$ cat src/ser_pkg.sv
package ser_pkg;

   // locale is the conflict key, two tasks with equal locale never run together
   typedef logic [15:0] locale_t;

   // task queue slot that follows a task through dispatch
   typedef logic [5:0] slot_t;

   typedef struct packed {
      locale_t     locale;
      logic [15:0] ts;
      logic [3:0]  ttype;
   } task_t;

   // register map
   localparam logic [7:0] REG_SIZE_CONTROL = 8'h00;
   localparam logic [7:0] REG_MAX_RUNNING  = 8'h04;
   localparam logic [7:0] REG_READY_LIST   = 8'h08;
   localparam logic [7:0] REG_STATUS       = 8'h0c;

   // size control view of a register word
   typedef struct packed {
      logic [15:0] rsvd;
      logic [7:0]  full_thr;
      logic [7:0]  almost_full_thr;
   } size_ctl_t;

   // one data word, read either as thresholds or as a plain count
   typedef union packed {
      size_ctl_t   size_ctl;
      logic [31:0] count;
   } cfg_word_u;

   // running task limit after reset
   localparam logic [31:0] DEF_MAX_RUNNING = 32'd64;

endpackage

$ cat src/task_bus_if.sv
`timescale 1ns/1ps

// one task plus its queue slot, moved with a valid/ready handshake
interface task_bus_if;
   import ser_pkg::*;

   logic  valid;
   logic  ready;
   task_t tsk;
   slot_t slot;

   // producer side, holds valid and data until ready
   modport src (
      output valid,
      output tsk,
      output slot,
      input  ready
   );

   // consumer side
   modport dst (
      input  valid,
      input  tsk,
      input  slot,
      output ready
   );

endinterface

$ cat src/free_list.sv
`timescale 1ns/1ps

module free_list #(
   parameter int LOG_DEPTH = 3
) (
   input  logic                 clk,
   input  logic                 rstn,
   input  logic                 wr_en,
   input  logic                 rd_en,
   input  logic [LOG_DEPTH-1:0] wr_data,
   output logic [LOG_DEPTH-1:0] rd_data,
   output logic                 empty,
   output logic [LOG_DEPTH:0]   size
);

   localparam int DEPTH = 2 ** LOG_DEPTH;
   localparam int PW    = LOG_DEPTH + 1;

   logic [LOG_DEPTH-1:0] mem [DEPTH];

   // pointers carry one extra wrap bit so full and empty differ
   logic [PW-1:0] rd_ptr;
   logic [PW-1:0] wr_ptr;

   always_ff @(posedge clk) begin
      if (!rstn) begin
         // preload every index, so the list starts full
         for (int k = 0; k < DEPTH; k++) begin
            mem[k] <= LOG_DEPTH'(k);
         end
         rd_ptr <= '0;
         wr_ptr <= PW'(DEPTH);
      end else begin
         if (wr_en) begin
            mem[wr_ptr[LOG_DEPTH-1:0]] <= wr_data;
            wr_ptr <= wr_ptr + 1'b1;
         end
         if (rd_en) begin
            rd_ptr <= rd_ptr + 1'b1;
         end
      end
   end

   // head of the list is always presented
   assign rd_data = mem[rd_ptr[LOG_DEPTH-1:0]];

   // number of indices currently free
   assign size  = wr_ptr - rd_ptr;
   assign empty = (size == '0);

endmodule

$ cat src/task_intake.sv
`timescale 1ns/1ps

module task_intake (
   input  logic           clk,
   input  logic           rstn,
   input  logic           in_valid,
   output logic           in_ready,
   input  ser_pkg::task_t in_task,
   input  ser_pkg::slot_t in_slot,
   task_bus_if.src        bus
);
   import ser_pkg::*;

   logic  hold_vld;
   task_t hold_task;
   slot_t hold_slot;

   // accept when empty, or when the held task leaves this cycle
   assign in_ready = !hold_vld | bus.ready;

   always_ff @(posedge clk) begin
      if (!rstn) begin
         hold_vld <= 1'b0;
      end else if (in_valid && in_ready) begin
         hold_vld <= 1'b1;
      end else if (bus.ready) begin
         hold_vld <= 1'b0;
      end
   end

   always_ff @(posedge clk) begin
      if (in_valid && in_ready) begin
         hold_task <= in_task;
         hold_slot <= in_slot;
      end
   end

   // offer to the serializer straight from the register
   assign bus.valid = hold_vld;
   assign bus.tsk   = hold_task;
   assign bus.slot  = hold_slot;

endmodule

$ cat src/conflict_serializer.sv
`timescale 1ns/1ps

module conflict_serializer #(
   parameter int LIST_LOG  = 3,
   parameter int N_THREADS = 4
) (
   input  logic                         clk,
   input  logic                         rstn,
   task_bus_if.dst                      bus,
   output logic                         out_valid,
   input  logic                         out_ready,
   output ser_pkg::task_t               out_task,
   output ser_pkg::slot_t               out_slot,
   output logic [$clog2(N_THREADS)-1:0] out_thread,
   input  logic                         unlock_valid,
   input  logic [$clog2(N_THREADS)-1:0] unlock_thread,
   input  logic [7:0]                   full_thr,
   input  logic [7:0]                   almost_full_thr,
   input  logic [31:0]                  max_running,
   output logic                         almost_full,
   output logic                         all_idle,
   output logic [2**LIST_LOG-1:0]       list_valid,
   output logic [2**LIST_LOG-1:0]       list_conflict,
   output logic [7:0]                   free_threads,
   output logic [7:0]                   n_running
);
   import ser_pkg::*;

   localparam int DEPTH = 2 ** LIST_LOG;
   localparam int TLOG  = $clog2(N_THREADS);
   localparam int LW    = LIST_LOG + 1;

   // ordered ready list, entry 0 is the oldest pending task
   logic [LIST_LOG-1:0] lid [DEPTH];
   locale_t             lloc [DEPTH];
   logic [DEPTH-1:0]    lvld;
   logic [DEPTH-1:0]    lcfl;
   logic [LIST_LOG-1:0] nxt_id [DEPTH];
   locale_t             nxt_loc [DEPTH];
   logic [DEPTH-1:0]    nxt_vld;
   logic [DEPTH-1:0]    nxt_cfl;

   // task data lives by id and does not shift
   task_t st_task [DEPTH];
   slot_t st_slot [DEPTH];

   // locale held by each busy thread
   locale_t        run_loc [N_THREADS];
   logic [N_THREADS-1:0] run_vld;
   logic [7:0]     run_cnt;

   logic [DEPTH-1:0]    elig;
   logic [DEPTH-1:0]    ul_match;
   logic [DEPTH-1:0]    ul_first;
   logic [LIST_LOG-1:0] sel;
   logic [LIST_LOG-1:0] ins_loc;
   logic [LIST_LOG-1:0] ins_pos;
   logic [LIST_LOG-1:0] new_id;
   logic [LW-1:0]       id_free_size;
   logic [LW-1:0]       occ;
   logic [TLOG:0]       thr_free_size;
   logic                id_empty;
   logic                thr_empty;
   locale_t             ul_loc;
   logic                issue;
   logic                ins;
   logic                ins_conflict;

   // index of the lowest set bit, 0 when none
   function automatic logic [LIST_LOG-1:0] first_set(input logic [DEPTH-1:0] v);
      logic [LIST_LOG-1:0] idx;
      idx = '0;
      for (int k = DEPTH - 1; k >= 0; k--) begin
         if (v[k]) begin
            idx = LIST_LOG'(k);
         end
      end
      return idx;
   endfunction

   // issue side
   assign elig      = lvld & ~lcfl;
   assign sel       = first_set(elig);
   assign out_valid = (|elig) & !thr_empty & (run_cnt < max_running);
   assign issue     = out_valid & out_ready;
   assign out_task  = st_task[lid[sel]];
   assign out_slot  = st_slot[lid[sel]];

   // insert side, the list stays packed toward the head
   assign occ       = LW'(DEPTH) - id_free_size;
   assign bus.ready = !id_empty & (occ < full_thr);
   assign ins       = bus.valid & bus.ready;
   assign ins_loc   = first_set(~lvld);
   // one slot closer to the head when an issue shifts the list
   assign ins_pos   = issue ? ins_loc - 1'b1 : ins_loc;

   always_comb begin
      ins_conflict = 1'b0;
      for (int i = 0; i < DEPTH; i++) begin
         if (lvld[i] && (lloc[i] == bus.tsk.locale)) begin
            ins_conflict = 1'b1;
         end
      end
      // a thread unlocking now no longer holds its locale
      for (int j = 0; j < N_THREADS; j++) begin
         if (run_vld[j] && (run_loc[j] == bus.tsk.locale) &&
             !(unlock_valid && (unlock_thread == TLOG'(j)))) begin
            ins_conflict = 1'b1;
         end
      end
   end

   // unlock releases the oldest waiter on that locale
   assign ul_loc = run_loc[unlock_thread];

   always_comb begin
      for (int i = 0; i < DEPTH; i++) begin
         ul_match[i] = unlock_valid & lvld[i] & lcfl[i] & (lloc[i] == ul_loc);
      end
   end

   assign ul_first = ul_match & (~ul_match + 1'b1);

   free_list #(
      .LOG_DEPTH (LIST_LOG)
   ) u_id_list (
      .clk     (clk),
      .rstn    (rstn),
      .wr_en   (issue),
      .rd_en   (ins),
      .wr_data (lid[sel]),
      .rd_data (new_id),
      .empty   (id_empty),
      .size    (id_free_size)
   );

   free_list #(
      .LOG_DEPTH (TLOG)
   ) u_thread_list (
      .clk     (clk),
      .rstn    (rstn),
      .wr_en   (unlock_valid),
      .rd_en   (issue),
      .wr_data (unlock_thread),
      .rd_data (out_thread),
      .empty   (thr_empty),
      .size    (thr_free_size)
   );

   // next list state: shift over the issued entry, clear, then insert
   always_comb begin
      nxt_id  = lid;
      nxt_loc = lloc;
      nxt_vld = lvld;
      nxt_cfl = lcfl & ~ul_first;
      if (issue) begin
         for (int i = 0; i < DEPTH - 1; i++) begin
            if (i >= sel) begin
               nxt_id[i]  = lid[i+1];
               nxt_loc[i] = lloc[i+1];
               nxt_vld[i] = lvld[i+1];
               nxt_cfl[i] = lcfl[i+1] & ~ul_first[i+1];
            end
         end
         nxt_vld[DEPTH-1] = 1'b0;
         nxt_cfl[DEPTH-1] = 1'b0;
      end
      if (ins) begin
         nxt_id[ins_pos]  = new_id;
         nxt_loc[ins_pos] = bus.tsk.locale;
         nxt_vld[ins_pos] = 1'b1;
         nxt_cfl[ins_pos] = ins_conflict;
      end
   end

   always_ff @(posedge clk) begin
      if (!rstn) begin
         lvld <= '0;
         lcfl <= '0;
      end else begin
         lvld <= nxt_vld;
         lcfl <= nxt_cfl;
      end
   end

   always_ff @(posedge clk) begin
      lid  <= nxt_id;
      lloc <= nxt_loc;
      if (ins) begin
         st_task[new_id] <= bus.tsk;
         st_slot[new_id] <= bus.slot;
      end
   end

   // running table, a thread cannot issue and unlock in one cycle
   always_ff @(posedge clk) begin
      if (!rstn) begin
         run_vld <= '0;
      end else begin
         for (int j = 0; j < N_THREADS; j++) begin
            if (issue && (out_thread == TLOG'(j))) begin
               run_vld[j] <= 1'b1;
            end else if (unlock_valid && (unlock_thread == TLOG'(j))) begin
               run_vld[j] <= 1'b0;
            end
         end
      end
   end

   always_ff @(posedge clk) begin
      for (int j = 0; j < N_THREADS; j++) begin
         if (issue && (out_thread == TLOG'(j))) begin
            run_loc[j] <= out_task.locale;
         end
      end
   end

   // running count from issues and unlocks
   always_ff @(posedge clk) begin
      if (!rstn) begin
         run_cnt <= '0;
      end else if (issue && !unlock_valid) begin
         run_cnt <= run_cnt + 1'b1;
      end else if (unlock_valid && !issue) begin
         run_cnt <= run_cnt - 1'b1;
      end
   end

   assign almost_full   = (occ >= almost_full_thr);
   assign all_idle      = (lvld == '0) && (run_vld == '0);
   assign list_valid    = lvld;
   assign list_conflict = lcfl;
   assign free_threads  = 8'(thr_free_size);
   assign n_running     = run_cnt;

endmodule

$ cat src/ser_regs.sv
`timescale 1ns/1ps

module ser_regs #(
   parameter int LIST_LOG = 3
) (
   input  logic                   clk,
   input  logic                   rstn,
   input  logic                   reg_wvalid,
   input  logic [7:0]             reg_waddr,
   input  logic [31:0]            reg_wdata,
   input  logic                   reg_arvalid,
   input  logic [7:0]             reg_araddr,
   output logic                   reg_rvalid,
   output logic [31:0]            reg_rdata,
   input  logic [2**LIST_LOG-1:0] list_valid,
   input  logic [2**LIST_LOG-1:0] list_conflict,
   input  logic [7:0]             free_threads,
   input  logic [7:0]             n_running,
   output logic [7:0]             full_thr,
   output logic [7:0]             almost_full_thr,
   output logic [31:0]            max_running
);
   import ser_pkg::*;

   localparam int DEPTH = 2 ** LIST_LOG;

   cfg_word_u wr_word;
   cfg_word_u size_word;

   assign wr_word = reg_wdata;

   always_ff @(posedge clk) begin
      if (!rstn) begin
         // defaults follow the list depth
         almost_full_thr <= 8'(DEPTH - 2);
         full_thr        <= 8'(DEPTH - 1);
         max_running     <= DEF_MAX_RUNNING;
      end else if (reg_wvalid) begin
         case (reg_waddr)
            REG_SIZE_CONTROL: begin
               almost_full_thr <= wr_word.size_ctl.almost_full_thr;
               full_thr        <= wr_word.size_ctl.full_thr;
            end
            REG_MAX_RUNNING: max_running <= wr_word.count;
            default: ;
         endcase
      end
   end

   // thresholds packed back into one word for readback
   always_comb begin
      size_word                          = '0;
      size_word.size_ctl.almost_full_thr = almost_full_thr;
      size_word.size_ctl.full_thr        = full_thr;
   end

   // read data one cycle after the request
   always_ff @(posedge clk) begin
      if (!rstn) begin
         reg_rvalid <= 1'b0;
      end else begin
         reg_rvalid <= reg_arvalid;
      end
   end

   always_ff @(posedge clk) begin
      if (reg_arvalid) begin
         case (reg_araddr)
            REG_SIZE_CONTROL: reg_rdata <= size_word.count;
            REG_MAX_RUNNING:  reg_rdata <= max_running;
            REG_READY_LIST:   reg_rdata <= 32'({list_valid, list_conflict});
            REG_STATUS:       reg_rdata <= {16'h0000, free_threads, n_running};
            default:          reg_rdata <= 32'h0;
         endcase
      end
   end

endmodule

$ cat src/task_dispatch_top.sv
`timescale 1ns/1ps

module task_dispatch_top #(
   parameter int LIST_LOG  = 3,
   parameter int N_THREADS = 4
) (
   input  logic                         clk,
   input  logic                         rstn,
   // task queue side
   input  logic                         in_valid,
   output logic                         in_ready,
   input  ser_pkg::task_t               in_task,
   input  ser_pkg::slot_t               in_slot,
   // core side
   output logic                         out_valid,
   input  logic                         out_ready,
   output ser_pkg::task_t               out_task,
   output ser_pkg::slot_t               out_slot,
   output logic [$clog2(N_THREADS)-1:0] out_thread,
   input  logic                         unlock_valid,
   input  logic [$clog2(N_THREADS)-1:0] unlock_thread,
   // register access
   input  logic                         reg_wvalid,
   input  logic [7:0]                   reg_waddr,
   input  logic [31:0]                  reg_wdata,
   input  logic                         reg_arvalid,
   input  logic [7:0]                   reg_araddr,
   output logic                         reg_rvalid,
   output logic [31:0]                  reg_rdata,
   // status levels
   output logic                         almost_full,
   output logic                         all_idle
);

   logic [7:0]             full_thr;
   logic [7:0]             almost_full_thr;
   logic [31:0]            max_running;
   logic [2**LIST_LOG-1:0] list_valid;
   logic [2**LIST_LOG-1:0] list_conflict;
   logic [7:0]             free_threads;
   logic [7:0]             n_running;

   task_bus_if bus ();

   task_intake u_intake (
      .clk      (clk),
      .rstn     (rstn),
      .in_valid (in_valid),
      .in_ready (in_ready),
      .in_task  (in_task),
      .in_slot  (in_slot),
      .bus      (bus.src)
   );

   conflict_serializer #(
      .LIST_LOG  (LIST_LOG),
      .N_THREADS (N_THREADS)
   ) u_serializer (
      .clk             (clk),
      .rstn            (rstn),
      .bus             (bus.dst),
      .out_valid       (out_valid),
      .out_ready       (out_ready),
      .out_task        (out_task),
      .out_slot        (out_slot),
      .out_thread      (out_thread),
      .unlock_valid    (unlock_valid),
      .unlock_thread   (unlock_thread),
      .full_thr        (full_thr),
      .almost_full_thr (almost_full_thr),
      .max_running     (max_running),
      .almost_full     (almost_full),
      .all_idle        (all_idle),
      .list_valid      (list_valid),
      .list_conflict   (list_conflict),
      .free_threads    (free_threads),
      .n_running       (n_running)
   );

   ser_regs #(
      .LIST_LOG (LIST_LOG)
   ) u_regs (
      .clk             (clk),
      .rstn            (rstn),
      .reg_wvalid      (reg_wvalid),
      .reg_waddr       (reg_waddr),
      .reg_wdata       (reg_wdata),
      .reg_arvalid     (reg_arvalid),
      .reg_araddr      (reg_araddr),
      .reg_rvalid      (reg_rvalid),
      .reg_rdata       (reg_rdata),
      .list_valid      (list_valid),
      .list_conflict   (list_conflict),
      .free_threads    (free_threads),
      .n_running       (n_running),
      .full_thr        (full_thr),
      .almost_full_thr (almost_full_thr),
      .max_running     (max_running)
   );

endmodule

$ cat config.mk
export PLATFORM = sky130hd
export DESIGN_NAME = task_dispatch_top
export DESIGN_NICKNAME = d
export VERILOG_FILES = /design/src/ser_pkg.sv /design/src/task_bus_if.sv /design/src/free_list.sv /design/src/task_intake.sv /design/src/conflict_serializer.sv /design/src/ser_regs.sv /design/src/task_dispatch_top.sv
export SDC_FILE = /design/constraint.sdc
export NUM_CORES = 1
export LEC_CHECK = 0
export ABC_AREA = 1
export BUFFER_PORTS_ARGS = -buffer_cell sky130_fd_sc_hd__buf_2
export CAP_MARGIN = 10
export CORE_MARGIN = 2
export CORE_UTILIZATION = 50
export CTS_CLUSTER_DIAMETER = 60
export DETAILED_ROUTE_END_ITERATION = 7
export PLACE_DENSITY = 0.7
export SYNTH_ARGS = -nofsm -noshare
export SYNTH_HDL_FRONTEND = slang
export SYNTH_HIERARCHICAL = 1
export SYNTH_SLANG_ARGS = --single-unit
$ cat constraint.sdc
create_clock -name clk -period 10.95 [get_ports clk]
set_input_delay 0.5475 -clock clk [delete_from_list [all_inputs] [get_ports clk]]
set_output_delay 0.5475 -clock clk [all_outputs]
set_load 0.02 [all_outputs]
==> impl_results.md <==
* Clock Tree Buf Depth at 3
* Initial antenna violation count at 1
* Tot GR Track Use at 0.2891
* First DRT Iteration DRCs at 3826
* DPL Wire Length at 84140 µm
* Largest net degree at the start of global routing at about 210
* Share of cells above drive strength 1 at 0.08631
* Register area share after synthesis at 0.5065
* Total clock sinks at ~760
* Final setup vio count at 0
* Vert. Die Dim at roughly 290 µm
* Hold crit path type: primary input to flop
* Tcrit/Tclk final at 0.4965
* Die width at between 200 and 300 µm
* Post-Layout Cell Count at ~6400
* Cell Count Post-Placement at a little over 6000
* Initial Util at 0.5025
* Fillers at ~7300
* Worst Tran Pin Value at ~1.2 ns
* Post-CTS setup repair buffer count at 0
* Setup Skew at approximately 0.057 ns
* Netlist Area Pre-Place at slightly above 40000 µm²
* Diode count at 0
* Max-Cap Viols at 0
* Pwr dens at ~350 nW/µm²
* Count of cell types in the netlist at 57
* Status: finished clean
* Layout area overhead at 11.09%
* Crit path time final at approximately 5.4 ns
* Die area at just over 80000 µm²
* RSZ-0062 raised after global routing: no
* Vias per inst at 5.463
* Row count at 104
* Number of global-route vias before repair at about 32000
* Post-synthesis instance total at roughly 5100
* Cts hold-fix bufs at 0
* Type of origin of the critical path: flop
* Multi-input combinational cell area at 16050 µm²
* Clock Pin Slew Worst Setup and Hold Paths at approximately 0.06 ns
* Number of synthesized register bits at between 700 and 800
* Routability cong. at between 1 and 1.5
* CTS tree: yes
* Synth warnings at 6
* Via count at 34850
* Leak Pwr at about 20 nW
* Slew margin rel. at 0.2223
* Syn_area_per_cell at between 7 and 8 µm²
* First-pass GRT wire length at approximately 180000 µm
* Ys async rst share at 0
* Post-CTS sizing at 0
* Setup TNS at 0 ns
* Post-route ant nets at 0
* Dpl ws at 6.083 ns
* Clk Latency, worst-skew pair at between 0.6 and 0.7 ns
* Max frequency at roughly 0.18 GHz
* Max-slew violation count at 0
* Pwr Total at ~15 mW
* Core region area at 80030 µm²
* Total gr overflow at 0
* Critical path class: flop to output pin
* Critical path arrival at 4.89 ns
* EDFF count, synth at between 500 and 600
* IO Port Bufs at 179
* Nets at between 5000 and 6000
* DRC violations left at 0
* Detailed-router iteration count before antenna repair at 6
* Routed len/inst at about 19 µm
* Root Driver: clkbuf_16
* I/O Pins at 180
* Maximum vdd drop at 0.5926 mV
* Final wirelength at about 120000 µm
* Worst Slack Setup Final at about 5.5 ns
* Critical Path End Type: output pin
* CP required at 10.40 ns
* Total CTS buffers at 85
* Seq. cell area at a little over 20000 µm²
* Maximum level of the CTS H-tree at 3
* Critical path peak fanout at 88
* Final Hold Vio Count at 0
* Predominant post-synthesis flop cell: edfxtp_1
[metal layers]
metal | vias to the layer above | share of wire | global-route usage
li1 | 16810 | - | -
met4 | 2 | 0.041 | 0.1298
met1 | 16190 | 0.42 | 0.3865
met5 | - | 0.00011 | 0
met3 | 284 | 0.079 | 0.04231
met2 | 1556 | 0.46 | 0.4668
[synth_stat cells (4+ instances only)]
cell type,count,share of area
inv_1,727,0.068
inv_2,13,0.0012
xnor2_1,25,0.0054
o211ai_1,15,0.0028
nor2_1,402,0.038
a21oi_1,122,0.015
nand3b_1,14,0.0026
o2111ai_1,10,0.0022
dfxtp_1,230,0.11
nand3_2,12,0.0030
buf_6,18,0.0050
nand4_1,67,0.010
a31oi_1,4,0.00062
nand3_1,391,0.049
buf_2,91,0.011
ha_1,32,0.010
nor2_2,8,0.0012
or2_2,12,0.0019
nor2_4,6,0.0017
buf_1,13,0.0012
nor3_1,52,0.0065
xor2_1,80,0.017
nand2_2,18,0.0028
nand2_1,1617,0.15
nor4_1,46,0.0072
clkbuf_1,87,0.0081
edfxtp_1,525,0.39
nor3b_1,11,0.0021
o21ai_0,353,0.044
o22ai_1,32,0.0050
o21ai_1,55,0.0068
buf_4,14,0.0026
[state kept, by name (all words and copies together) (netlist names), 3 cells and up, named ones only]
register / flops
u_serializer/list_conflict: 8
u_intake/bus.slot: 6
u_serializer/u_thread_list/wr_ptr: 3
u_serializer/lloc: 112
u_serializer/st_slot: 48
u_serializer/u_thread_list/rd_ptr: 3
u_serializer/list_valid: 8
u_serializer/run_loc: 64
u_serializer/run_vld: 4
u_intake/bus.tsk: 36
u_serializer/st_task: 288
u_serializer/u_id_list/wr_ptr: 4
u_regs/almost_full_thr: 8
u_serializer/n_running: 8
u_regs/reg_rdata: 32
u_serializer/u_id_list/rd_ptr: 4
u_serializer/u_id_list/mem: 24
u_serializer/u_thread_list/mem: 8
u_serializer/lid: 21
u_regs/max_running: 32
u_regs/full_thr: 8
[cell usage in the layout, fill, tap and decap left out, types with 5 or more instances in the layout]
cell type / instances
nor2_2: 8
nand2_1: 1617
or2_2: 12
buf_4: 54
nor4_1: 46
inv_1: 727
a21oi_1: 120
nor2_4: 16
buf_2: 179
xor2_1: 80
dfxtp_1: 230
nand2_2: 18
nand4_1: 67
clkbuf_16: 86
o2111ai_1: 10
edfxtp_1: 525
nand3b_1: 14
o21ai_0: 353
conb_1: 5
o21ai_1: 53
nor3b_1: 11
ha_1: 32
o22ai_1: 32
o211ai_1: 15
nand3_2: 12
inv_2: 13
nor3_1: 48
nor2_1: 392
nand3_1: 391
clkbuf_1: 26
xnor2_1: 25
clkinv_1: 10
clkinv_2: 17
[path summary, 6_finish.rpt]
kind / startpoint / end / slack, ns / depth (start not counted)
worst max register to register: u_serializer/u_thread_list/wr_ptr[0] / u_serializer/n_running[7] / 6.03 / 24
worst max-delay path: u_serializer/list_valid[6] / out_task[20] / 5.51 / 18
worst min register to register: u_serializer/n_running[7] / u_serializer/n_running[7] / 0.49 / 2
worst min-delay path: in_task[9] / u_intake/bus.tsk[9] / 0.06 / 1
[worst max-delay path, cell delays in order (launching register included)]
cell and delay, ns:
dfxtp_1 0.44, nand2_1 0.11, a21oi_1 0.21, o21ai_1 0.08, nand2_1 0.06, nand2_1 0.05
nand2_1 0.52, inv_1 0.30, nand2_1 0.12, o211ai_1 0.14, nand4_1 0.14, buf_4 0.40
buf_4 0.83, nand2_1 0.10, nand3_1 0.12, nand2_1 0.07, nand2_1 0.05, nand2_1 0.17
buf_2 0.21
[through the flow]
stage	instance area, µm²	hold WS [ns]	utilization
2_1_floorplan	40230	0.4454	-
3_3_place_gp	41860	0.4671	0.5230
3_5_place_dp	41860	0.4745	0.5230
4_1_cts	44580	0.02093	0.5570
5_1_grt	44680	0.03318	0.5583
6_report	44680	0.05713	0.5583
[area by class of cell]
type	count	share of cell area
Clock buffer	116	0.05159
Sequential cell	755	0.4559
Clock inverter	40	0.009326
Inverter	743	0.06245
Timing Repair Buffer	238	0.03176
Tap cell	1060	0.02969
Multi-Input combinational cell	3426	0.3592
[power by group]
group	switching, mW	internal [mW]	total, mW
sequential	0.414	3.91	4.33
combinational	6.02	2.33	8.36
clock	1.20	1.57	2.76
total	7.63	7.81	15.4
[kinds of logic (layout without fill, tap and decap cells)]
kind of cell,Yosys count,count (layout),synth area share
buffers and inverters,968,1137,0.09816
and+or+nand+nor,2673,2673,0.2808
AOI/OAI and AO/OA,608,608,0.08008
DFF,755,755,0.5065
adders and majority gates,35,35,0.01145
other,1,5,0.00009325
xor gates and xnor gates,105,105,0.02287
Power figures use the tool's default switching activity.
